$ cat src/hdl/scope_bus_pkg.sv
// system bus types and register map for the scope subsystem
// one request cycle per access, response follows one cycle later
`default_nettype none

package scope_bus_pkg;

  // byte address width, covers 0x00..0x7f
  localparam int unsigned BAW = 7;

  // request, single cycle, wen and ren never together
  typedef struct packed {
    logic           wen;
    logic           ren;
    logic [BAW-1:0] addr;
    logic [32-1:0]  wdata;
  } bus_req_t;

  // response, rdata valid with ack
  typedef struct packed {
    logic          ack;
    logic          err;
    logic [32-1:0] rdata;
  } bus_rsp_t;

  ////////////////////
  // register map
  ////////////////////

  // acquisition control and mode
  localparam logic [BAW-1:0] ADR_CTL     = 7'h00;
  localparam logic [BAW-1:0] ADR_MODE    = 7'h04;
  // event masks
  localparam logic [BAW-1:0] ADR_STR     = 7'h10;
  localparam logic [BAW-1:0] ADR_STP     = 7'h14;
  localparam logic [BAW-1:0] ADR_TRG     = 7'h18;
  // pre/post lengths and their status counters
  localparam logic [BAW-1:0] ADR_PRE     = 7'h20;
  localparam logic [BAW-1:0] ADR_PST     = 7'h24;
  localparam logic [BAW-1:0] ADR_STS_PRE = 7'h28;
  localparam logic [BAW-1:0] ADR_STS_PST = 7'h2C;
  // level trigger
  localparam logic [BAW-1:0] ADR_POS     = 7'h30;
  localparam logic [BAW-1:0] ADR_NEG     = 7'h34;
  localparam logic [BAW-1:0] ADR_EDG     = 7'h38;
  // decimation
  localparam logic [BAW-1:0] ADR_DEC     = 7'h40;
  localparam logic [BAW-1:0] ADR_SHR     = 7'h44;
  localparam logic [BAW-1:0] ADR_AVG     = 7'h48;

endpackage

`default_nettype wire

$ cat src/hdl/scope_stream_pkg.sv
// sample stream and block configuration types
// one signed channel, strobe handshake only, no back-pressure
`default_nettype none

package scope_stream_pkg;

  localparam int unsigned DW  = 16;  // sample width
  localparam int unsigned CW  = 16;  // acquisition counters
  localparam int unsigned DCW = 8;   // decimation counter
  localparam int unsigned DSW = 4;   // average shift
  localparam int unsigned EW  = 4;   // event vector

  // event vector bit positions
  localparam int unsigned EVN_SW   = 0;
  localparam int unsigned EVN_EDGE = 1;
  localparam int unsigned EVN_EXT0 = 2;
  localparam int unsigned EVN_EXT1 = 3;

  // one sample, dat only meaningful with vld
  typedef struct packed {
    logic                 vld;
    logic                 lst;
    logic signed [DW-1:0] dat;
  } smp_t;

  ////////////////////
  // configuration
  ////////////////////

  typedef struct packed {
    logic           avg;  // average instead of keep-one
    logic [DCW-1:0] dec;  // group size minus one
    logic [DSW-1:0] shr;  // arithmetic shift of the sum
  } dec_cfg_t;

  typedef struct packed {
    logic                 edg;  // 0 rising, 1 falling
    logic signed [DW-1:0] pos;
    logic signed [DW-1:0] neg;
  } trg_cfg_t;

  typedef struct packed {
    logic          con;  // restart after last
    logic          aut;  // trigger on pre count
    logic [EW-1:0] str;
    logic [EW-1:0] stp;
    logic [EW-1:0] trg;
    logic [CW-1:0] pre;
    logic [CW-1:0] pst;
  } acq_cfg_t;

  // single cycle strobes from software
  typedef struct packed {
    logic rst;
    logic str;
    logic stp;
    logic trg;
  } acq_ctl_t;

  typedef struct packed {
    logic          str;
    logic          stp;
    logic          trg;
    logic [CW-1:0] cnt_pre;
    logic [CW-1:0] cnt_pst;
  } acq_sts_t;

endpackage

`default_nettype wire

$ cat src/hdl/scope_regs.sv
// register file on the system bus
// ack and rdata one cycle after the request, err always 0
// ctl bits 0..3 are strobes, they read back as status instead
`timescale 1ns/10ps
`default_nettype none

module scope_regs
  import scope_bus_pkg::*;
  import scope_stream_pkg::*;
(
  input  logic     bus,
  input  logic     rst_n,
  input  bus_req_t bus_req,
  output bus_rsp_t bus_rsp,
  output dec_cfg_t dec_cfg,
  output trg_cfg_t trg_cfg,
  output acq_cfg_t acq_cfg,
  output acq_ctl_t acq_ctl,
  input  acq_sts_t acq_sts
);

  logic          rsp_ack;
  logic [32-1:0] rsp_rdata;
  logic          ctl_wen;

  assign ctl_wen = bus_req.wen && (bus_req.addr == ADR_CTL);

  ////////////////////
  // write decode
  ////////////////////

  always_ff @(posedge bus) begin
    if (!rst_n) begin
      dec_cfg <= '0;
      trg_cfg <= '0;
      acq_cfg <= '0;
    end else if (bus_req.wen) begin
      case (bus_req.addr)
        ADR_MODE: begin
          acq_cfg.con <= bus_req.wdata[0];
          acq_cfg.aut <= bus_req.wdata[1];
        end
        ADR_STR: acq_cfg.str <= bus_req.wdata[EW-1:0];
        ADR_STP: acq_cfg.stp <= bus_req.wdata[EW-1:0];
        ADR_TRG: acq_cfg.trg <= bus_req.wdata[EW-1:0];
        ADR_PRE: acq_cfg.pre <= bus_req.wdata[CW-1:0];
        ADR_PST: acq_cfg.pst <= bus_req.wdata[CW-1:0];
        ADR_POS: trg_cfg.pos <= bus_req.wdata[DW-1:0];
        ADR_NEG: trg_cfg.neg <= bus_req.wdata[DW-1:0];
        ADR_EDG: trg_cfg.edg <= bus_req.wdata[0];
        ADR_DEC: dec_cfg.dec <= bus_req.wdata[DCW-1:0];
        ADR_SHR: dec_cfg.shr <= bus_req.wdata[DSW-1:0];
        ADR_AVG: dec_cfg.avg <= bus_req.wdata[0];
        // status counters and unmapped words ignore writes
        default: ;
      endcase
    end
  end

  // ctl strobes, high only in the cycle after the write
  always_ff @(posedge bus) begin
    if (!rst_n) begin
      acq_ctl <= '0;
    end else if (ctl_wen) begin
      acq_ctl <= '{rst: bus_req.wdata[0], str: bus_req.wdata[1],
                   stp: bus_req.wdata[2], trg: bus_req.wdata[3]};
    end else begin
      acq_ctl <= '0;
    end
  end

  ////////////////////
  // read and response
  ////////////////////

  always_ff @(posedge bus) begin
    if (!rst_n) begin
      rsp_ack <= 1'b0;
    end else begin
      rsp_ack <= bus_req.wen || bus_req.ren;
    end
  end

  always_ff @(posedge bus) begin
    if (bus_req.ren) begin
      case (bus_req.addr)
        ADR_CTL:     rsp_rdata <= {28'd0, acq_sts.trg, acq_sts.stp, acq_sts.str, 1'b0};
        ADR_MODE:    rsp_rdata <= {30'd0, acq_cfg.aut, acq_cfg.con};
        ADR_STR:     rsp_rdata <= {{(32-EW){1'b0}}, acq_cfg.str};
        ADR_STP:     rsp_rdata <= {{(32-EW){1'b0}}, acq_cfg.stp};
        ADR_TRG:     rsp_rdata <= {{(32-EW){1'b0}}, acq_cfg.trg};
        ADR_PRE:     rsp_rdata <= {{(32-CW){1'b0}}, acq_cfg.pre};
        ADR_PST:     rsp_rdata <= {{(32-CW){1'b0}}, acq_cfg.pst};
        ADR_STS_PRE: rsp_rdata <= {{(32-CW){1'b0}}, acq_sts.cnt_pre};
        ADR_STS_PST: rsp_rdata <= {{(32-CW){1'b0}}, acq_sts.cnt_pst};
        // levels zero extended, not sign extended
        ADR_POS:     rsp_rdata <= {{(32-DW){1'b0}}, trg_cfg.pos};
        ADR_NEG:     rsp_rdata <= {{(32-DW){1'b0}}, trg_cfg.neg};
        ADR_EDG:     rsp_rdata <= {31'd0, trg_cfg.edg};
        ADR_DEC:     rsp_rdata <= {{(32-DCW){1'b0}}, dec_cfg.dec};
        ADR_SHR:     rsp_rdata <= {{(32-DSW){1'b0}}, dec_cfg.shr};
        ADR_AVG:     rsp_rdata <= {31'd0, dec_cfg.avg};
        default:     rsp_rdata <= '0;
      endcase
    end
  end

  assign bus_rsp = '{ack: rsp_ack, err: 1'b0, rdata: rsp_rdata};

  // master never reads and writes in the same cycle
  a_req_excl: assert property (@(posedge bus) disable iff (!rst_n)
    !(bus_req.wen && bus_req.ren));

endmodule

`default_nettype wire

$ cat src/hdl/scope_decimator.sv
// decimator, one output per group of dec+1 valid samples
// average mode sums the group, shifts right by shr, keeps the low DW bits
`timescale 1ns/10ps
`default_nettype none

module scope_decimator
  import scope_stream_pkg::*;
(
  input  logic     bus,
  input  logic     rst_n,
  input  logic     ctl_rst,
  input  dec_cfg_t cfg,
  input  smp_t     sti,
  output smp_t     sto
);

  // worst case sum of 2**DCW samples
  localparam int unsigned AW = DW + DCW;

  logic        [DCW-1:0] cnt;
  logic signed [AW-1:0]  sum;
  logic signed [AW-1:0]  smp_ext;
  logic signed [AW-1:0]  sum_nxt;
  logic signed [AW-1:0]  avg;
  logic                  grp_end;

  logic                  out_vld;
  logic                  out_lst;
  logic signed [DW-1:0]  out_dat;

  // sign extended input
  assign smp_ext = sti.dat;
  assign sum_nxt = sum + smp_ext;
  assign avg     = sum_nxt >>> cfg.shr;
  // >= so a smaller dec written mid group still closes it
  assign grp_end = sti.vld && (cnt >= cfg.dec);

  ////////////////////
  // group counter and sum
  ////////////////////

  always_ff @(posedge bus) begin
    if (!rst_n || ctl_rst) begin
      cnt <= '0;
      sum <= '0;
    end else if (sti.vld) begin
      if (grp_end) begin
        cnt <= '0;
        sum <= '0;
      end else begin
        cnt <= cnt + 1'b1;
        sum <= sum_nxt;
      end
    end
  end

  // output strobe
  always_ff @(posedge bus) begin
    if (!rst_n) begin
      out_vld <= 1'b0;
      out_lst <= 1'b0;
    end else begin
      out_vld <= grp_end;
      out_lst <= grp_end && sti.lst;
    end
  end

  // payload, keep-one takes the closing sample
  always_ff @(posedge bus) begin
    if (grp_end) begin
      out_dat <= cfg.avg ? avg[DW-1:0] : sti.dat;
    end
  end

  assign sto = '{vld: out_vld, lst: out_lst, dat: out_dat};

endmodule

`default_nettype wire

$ cat src/hdl/scope_trigger.sv
// level trigger with hysteresis, samples delayed by one cycle
// edge strobe lines up with the delayed sample
`timescale 1ns/10ps
`default_nettype none

module scope_trigger
  import scope_stream_pkg::*;
(
  input  logic     bus,
  input  logic     rst_n,
  input  logic     ctl_rst,
  input  trg_cfg_t cfg,
  input  smp_t     sti,
  output smp_t     sto,
  output logic     evn_edg
);

  logic armed;
  logic arm_hit;
  logic fire_hit;
  logic fire;

  // rising arms low and fires high, falling mirrors it
  always_comb begin
    if (!cfg.edg) begin
      arm_hit  = (sti.dat <= cfg.neg);
      fire_hit = (sti.dat >= cfg.pos);
    end else begin
      arm_hit  = (sti.dat >= cfg.pos);
      fire_hit = (sti.dat <= cfg.neg);
    end
  end

  assign fire = sti.vld && armed && fire_hit;

  // fire wins over re-arming on the same sample
  always_ff @(posedge bus) begin
    if (!rst_n || ctl_rst) begin
      armed <= 1'b0;
    end else if (sti.vld) begin
      if (fire) begin
        armed <= 1'b0;
      end else if (arm_hit) begin
        armed <= 1'b1;
      end
    end
  end

  ////////////////////
  // delay stage
  ////////////////////

  always_ff @(posedge bus) begin
    if (!rst_n) begin
      sto.vld <= 1'b0;
      sto.lst <= 1'b0;
      evn_edg <= 1'b0;
    end else begin
      sto.vld <= sti.vld;
      sto.lst <= sti.vld && sti.lst;
      evn_edg <= fire;
    end
  end

  always_ff @(posedge bus) begin
    sto.dat <= sti.dat;
  end

endmodule

`default_nettype wire

$ cat src/hdl/scope_acq.sv
// acquisition controller, pre and post trigger counting
// samples pass only while acquiring, one cycle of delay
// counters hold their final values after the run ends
`timescale 1ns/10ps
`default_nettype none

module scope_acq
  import scope_stream_pkg::*;
(
  input  logic     bus,
  input  logic     rst_n,
  input  acq_cfg_t cfg,
  input  acq_ctl_t ctl,
  input  logic     evn_edg,
  input  logic [1:0] evn_ext,
  output acq_sts_t sts,
  input  smp_t     sti,
  output smp_t     sto,
  output logic     evn_lst
);

  typedef enum logic [1:0] {ST_IDLE, ST_PRE, ST_PST} state_t;

  state_t        state;
  logic [CW-1:0] cnt_pre;
  logic [CW-1:0] cnt_pst;
  logic          sts_trg;
  logic          sts_stp;
  logic [EW-1:0] evn_hw;
  logic          do_str;
  logic          do_stp;
  logic          do_trg;
  logic          trg_ok;
  logic          pst_end;
  logic          lst_hit;

  // masked event vector, sw slot differs per use
  function automatic logic evn_hit(input logic sw, input logic [EW-1:0] hw,
                                   input logic [EW-1:0] msk);
    logic [EW-1:0] vec;
    vec         = hw;
    vec[EVN_SW] = sw;
    return |(vec & msk);
  endfunction

  always_comb begin
    evn_hw           = '0;
    evn_hw[EVN_EDGE] = evn_edg;
    evn_hw[EVN_EXT0] = evn_ext[0];
    evn_hw[EVN_EXT1] = evn_ext[1];
  end

  assign do_str  = evn_hit(ctl.str, evn_hw, cfg.str);
  assign do_stp  = evn_hit(ctl.stp, evn_hw, cfg.stp);
  assign do_trg  = evn_hit(ctl.trg, evn_hw, cfg.trg);
  // early triggers dropped until pre samples are in
  assign trg_ok  = (cnt_pre >= cfg.pre) && (do_trg || cfg.aut);
  assign pst_end = sti.vld && (state == ST_PST) && (cnt_pst + 1'b1 >= cfg.pst);
  assign lst_hit = pst_end && !do_stp && !ctl.rst;

  ////////////////////
  // FSM
  ////////////////////

  always_ff @(posedge bus) begin
    if (!rst_n || ctl.rst) begin
      state   <= ST_IDLE;
      cnt_pre <= '0;
      cnt_pst <= '0;
      sts_trg <= 1'b0;
      sts_stp <= 1'b0;
    end else begin
      case (state)
        ST_IDLE: if (do_str) begin
          state   <= ST_PRE;
          cnt_pre <= '0;
          cnt_pst <= '0;
          sts_trg <= 1'b0;
          sts_stp <= 1'b0;
        end
        ST_PRE: begin
          // saturate at all ones
          if (sti.vld && (cnt_pre != '1)) cnt_pre <= cnt_pre + 1'b1;
          if (trg_ok) begin
            state   <= ST_PST;
            sts_trg <= 1'b1;
          end
        end
        ST_PST: begin
          if (sti.vld) cnt_pst <= cnt_pst + 1'b1;
          if (pst_end) begin
            if (cfg.con) begin
              state   <= ST_PRE;
              cnt_pre <= '0;
              cnt_pst <= '0;
              sts_trg <= 1'b0;
            end else begin
              state <= ST_IDLE;
            end
          end
        end
        default: state <= ST_IDLE;
      endcase
      // stop overrides everything but reset
      if (do_stp && (state != ST_IDLE)) begin
        state   <= ST_IDLE;
        sts_stp <= 1'b1;
      end
    end
  end

  assign sts = '{str: (state != ST_IDLE), stp: sts_stp, trg: sts_trg,
                 cnt_pre: cnt_pre, cnt_pst: cnt_pst};

  // output stage
  always_ff @(posedge bus) begin
    if (!rst_n) begin
      sto.vld <= 1'b0;
      sto.lst <= 1'b0;
      evn_lst <= 1'b0;
    end else begin
      sto.vld <= sti.vld && (state != ST_IDLE) && !ctl.rst;
      sto.lst <= lst_hit;
      evn_lst <= lst_hit;
    end
  end

  always_ff @(posedge bus) begin
    sto.dat <= sti.dat;
  end

  a_lst_vld: assert property (@(posedge bus) disable iff (!rst_n) evn_lst |-> sto.vld);

endmodule

`default_nettype wire

$ cat src/hdl/scope_top.sv
// one channel acquisition path, bus registers on the same clock
// smp_out trails the group closing input by 3 cycles
`timescale 1ns/10ps
`default_nettype none

module scope_top
  import scope_bus_pkg::*;
  import scope_stream_pkg::*;
(
  input  logic       bus,
  input  logic       rst_n,
  input  bus_req_t   bus_req,
  output bus_rsp_t   bus_rsp,
  input  smp_t       smp_in,
  input  logic [1:0] evn_ext,
  output smp_t       smp_out,
  output logic       evn_lst
);

  dec_cfg_t dec_cfg;
  trg_cfg_t trg_cfg;
  acq_cfg_t acq_cfg;
  acq_ctl_t acq_ctl;
  acq_sts_t acq_sts;
  // stream between stages
  smp_t     smp_dec;
  smp_t     smp_trg;
  logic     evn_edg;

  scope_regs regs_i (.bus(bus), .rst_n(rst_n), .bus_req(bus_req), .bus_rsp(bus_rsp),
    .dec_cfg(dec_cfg), .trg_cfg(trg_cfg), .acq_cfg(acq_cfg), .acq_ctl(acq_ctl),
    .acq_sts(acq_sts));

  scope_decimator dec_i (.bus(bus), .rst_n(rst_n), .ctl_rst(acq_ctl.rst),
    .cfg(dec_cfg), .sti(smp_in), .sto(smp_dec));

  // trigger monitors the decimated stream
  scope_trigger trg_i (.bus(bus), .rst_n(rst_n), .ctl_rst(acq_ctl.rst),
    .cfg(trg_cfg), .sti(smp_dec), .sto(smp_trg), .evn_edg(evn_edg));

  scope_acq acq_i (.bus(bus), .rst_n(rst_n), .cfg(acq_cfg), .ctl(acq_ctl),
    .evn_edg(evn_edg), .evn_ext(evn_ext), .sts(acq_sts), .sti(smp_trg),
    .sto(smp_out), .evn_lst(evn_lst));

endmodule

`default_nettype wire

$ cat config.mk
export PLATFORM = sky130hd
export DESIGN_NAME = scope_top
export DESIGN_NICKNAME = d
export VERILOG_FILES = /design/src/hdl/scope_bus_pkg.sv /design/src/hdl/scope_stream_pkg.sv /design/src/hdl/scope_regs.sv /design/src/hdl/scope_decimator.sv /design/src/hdl/scope_trigger.sv /design/src/hdl/scope_acq.sv /design/src/hdl/scope_top.sv
export SDC_FILE = /design/constraint.sdc
export NUM_CORES = 1
export LEC_CHECK = 0
export BUFFER_PORTS_ARGS = -buffer_cell sky130_fd_sc_hd__buf_4
export CAP_MARGIN = 30
export CELL_PAD_IN_SITES_DETAIL_PLACEMENT = 1
export CELL_PAD_IN_SITES_GLOBAL_PLACEMENT = 2
export CORE_AREA = 3 3 187 189
export CTS_BUF_LIST = sky130_fd_sc_hd__clkbuf_4 sky130_fd_sc_hd__clkbuf_8
export CTS_CLUSTER_DIAMETER = 120
export DETAILED_ROUTE_END_ITERATION = 10
export DIE_AREA = 0 0 190 192
export PLACE_DENSITY_LB_ADDON = 0.1
export RECOVER_POWER = 25
export SKIP_LAST_GASP = 1
export SYNTH_ARGS = -nofsm -noshare
export SYNTH_HDL_FRONTEND = slang
export SYNTH_SLANG_ARGS = --single-unit
$ cat constraint.sdc
create_clock -name bus -period 7.47 [get_ports bus]
set_input_delay 0.747 -clock bus [delete_from_list [all_inputs] [get_ports bus]]
set_output_delay 0.747 -clock bus [all_outputs]
set_load 0.05 [all_outputs]
==> flow_summary.toml <==
[grt]
overflow = 0
track_usage = 0.248
antenna_found_initial = 0
grt_max_degree = 99
grt_pass1_wl_mm = 70.3
first_global_vias = 12051

[worst_setup_path]
cp.depth = 5
ff2ff_setup_slack_ns = 2.96
cp.arrival_ns = 5.14
worstPathMaxFanout = 98
setup.worst_path.start_class = "input pin"
path_class = "input pin to register"
crit_family = "buffers and inverters"
timing.rr.start = "acq_i.cnt_pst[0]"
endpoint_kind = "register"
slowest_stage = "clkbuf_1"
crit_buf_inv = 1
cpPeakStageDelay_ns = 2.61
cp_cell_sequence = "clkbuf_1 -> nor2b_1 -> nand2_1 -> a21o_1 -> a21oi_1"
reg2regPathDepth = 15
crit_path_start = "rst_n"
critical_path_required_ns = 7.98
r2r-end = "acq_i.cnt_pst[10]"

[sta]
worst_pin_slew_ns = 3.79
slew_headroom = -1.52
finalSetupTns_ns = 0
fin_skew_ns = 0.0106
final_hold_viol_count = 0
setup_violations = 0
min_period_ns = 4.62
fmax_mhz = 216
slew_violations = 99
rsz0062_at_grt = "no"
period_share = 0.619

[synth]
ys_types = 74
synth.top_cell.area_share = 0.297
syn_area_per_cell_sq_um = 8.35
synth_edf_count = 32
yosysWarnings = 0
synthTopCellsByArea = "dfxtp_1 30%, ha_1 9.0%, edfxtp_1 7.0%, nand2_1 6.9%, a21boi_0 4.9%"
synth.ff_latch_count = 235
synth_cells = 1637
synth_top_cell_by_area = "dfxtp_1"
seq_area_frac_synth = 0.368
synthTopCellsByCount = "253 x nand2_1, 203 x dfxtp_1, 134 x nor2_1, 98 x ha_1, 90 x a21boi_0"
synth_ff_type = "dfxtp_1"
async_flop_share = 0
synthesis.area_sq_um = 13700
synth_most_common_cell = "nand2_1"

[clock_network]
clkSinkCount = 235
post_cts_buffers = 0
cts_buffers = 45
clock_latency_ns = 0.60
clockBufferDepth = 3
h-tree-depth = 2
cts.repair.resized = 0
cts_tree = "yes"
clk_pin_slew_worst_paths_ns = 0.06
cts_root_buf = "clkbuf_8"
hold_buffers = 0

[job]
maxCapViolCount = 1

[drt]
initialDrtViolationCount = 811
ant_nets = 0
drc = 0
routed_wl_mm = 45.9
dr.pass1.iters = 5
viasPerCell = 5.68
wl_per_cell_microns = 21.1
vias = 12373

[layout]
area.sequential_sq_um = 5020
area_delta_synth_final_pct = 13.1
final_core_util = 0.462
drive_gt1_frac = 0.109
multi_input_area_sq_um = 7890
diodes = 0
layout.nets = 1854
num-fill-cells = 4000

[floorplan]
dieArea_sq_um = 36500
dieHeight_microns = 192
core_area_sq_um = 33400
core.rowCount = 67
initial_core_util = 0.409
io_pins = 116
die_x_microns = 190

[placed_design]
globalplace.congestion = 0.849
dp_hpwl_mm = 34.1
io_buffers = 81

[pwr]
power.density_nw_per_um2 = 203
cellLeakagePower_nw = 5.86
ir_drop_mv = 0.121

[worst_hold_path]
hp-start = "trg_i.sto[8]"
holdCritPathClass = "register to register"
min_to = "acq_i.sto[8]"
hold_depth = 0

[status]
violations = "max-capacitance violations, max-slew violations"
status = "finished with violations"
[how the worst max path moves through the flow]
stage | endpoint | slack (ns)
finish | acq_i.cnt_pre[5] | 2.85
CTS | acq_i.cnt_pre[5] | 2.43
global route | acq_i.cnt_pre[13] | 2.47
floorplan | acq_i.cnt_pre[0] | 3.59
detailed placement | acq_i.cnt_pre[5] | 2.49
global placement | acq_i.cnt_pre[11] | 2.62
[layout make-up]
class                   instances  share of cell area
repair buffers                 93              0.0420
clock inverters                 6             0.00372
inverters                      87              0.0211
flip-flops and latches        235               0.325
well taps                     448              0.0363
clock buffers                  78              0.0610
multi-input cells            1230               0.511
[worst register-to-register path, delay by kind of cell, from the launching register on]
| kind | cells | cell delay (ns) |
|---|---|---|
| AO/OA/AOI/OAI | 2 | 0.95 |
| AND/OR/NAND/NOR | 9 | 2.02 |
| flip-flops | 1 | 0.49 |
| buffers and inverters | 1 | 0.22 |
| adder cells (fa/ha/maj) | 2 | 0.60 |
| XOR/XNOR | 1 | 0.08 |
[cell families after synthesis]
kind of cell               count (synthesis)  synth area share
and+or+nand+nor                          580             0.189
xor gates and xnor gates                  55            0.0352
other                                      1          0.000274
muxes                                     46            0.0348
adders and majority gates                 99            0.0912
DFF                                      235             0.368
buffers and inverters                    188            0.0593
AOI/OAI and AO/OA                        433             0.223
[flip-flops by register name, summed over array words and instances, names as in the netlist]
name	flops
acq_i.cnt_pst	16
dec_i.out_vld	1
acq_i.sto	18
dec_i.sum	24
dec_i.cnt	8
regs_i.acq_cfg	46
trg_i.sto	17
acq_i.sts_trg	1
trg_i.evn_edg	1
acq_i.sts_stp	1
acq_i.cnt_pre	16
trg_i.armed	1
regs_i.dec_cfg	13
acq_i.state	2
regs_i.rsp_rdata	16
regs_i.acq_ctl	4
regs_i.trg_cfg	33
dec_i.out_dat	16
regs_i.rsp_ack	1
[per-layer routing]
layer | vias to the layer above | GRT usage | wire [microns]
li1 | 5914 | - | -
met1 | 6097 | 0.356 | 22200
met2 | 298 | 0.391 | 20600
met3 | 64 | 0.0412 | 2290
met4 | 0 | 0.0560 | 817
met5 | - | 0 | 0
[stage by stage]
stage	area [sq um]	worst slack [ns]	std cells	power (mW)	hold WS, ns
final	15500	2.85	2177	3.13	0.324
after global routing	15500	2.47	2177	3.28	0.334
after CTS	15500	2.43	2176	3.17	0.326
after detailed placement	14500	2.49	2092	1.75	0.313
after global placement	14500	2.62	2092	1.75	0.310
after floorplan	13700	3.59	1653	1.63	0.310
[power by group]
group | internal [mW] | leakage, nW | switching (mW) | total, mW
clock | 0.824 | 0.536 | 0.578 | 1.40
sequential | 1.31 | 1.97 | 0.0173 | 1.33
combinational | 0.135 | 3.35 | 0.268 | 0.403
[cells in the final DEF, fill, tap and decap left out, types with 20 or more instances in the layout]
cell,instances
a211oi_1,22
a21boi_0,90
a21o_1,30
a21oi_1,87
a22oi_1,55
buf_4,80
clkbuf_4,21
clkbuf_8,57
dfxtp_1,203
edfxtp_1,32
ha_1,98
inv_1,85
mux2i_1,34
nand2_1,253
nand3_1,68
nand4_1,21
nor2_1,134
nor3_1,20
o21ai_0,52
xnor2_1,30
xor2_1,25
Power figures use the tool's default switching activity.
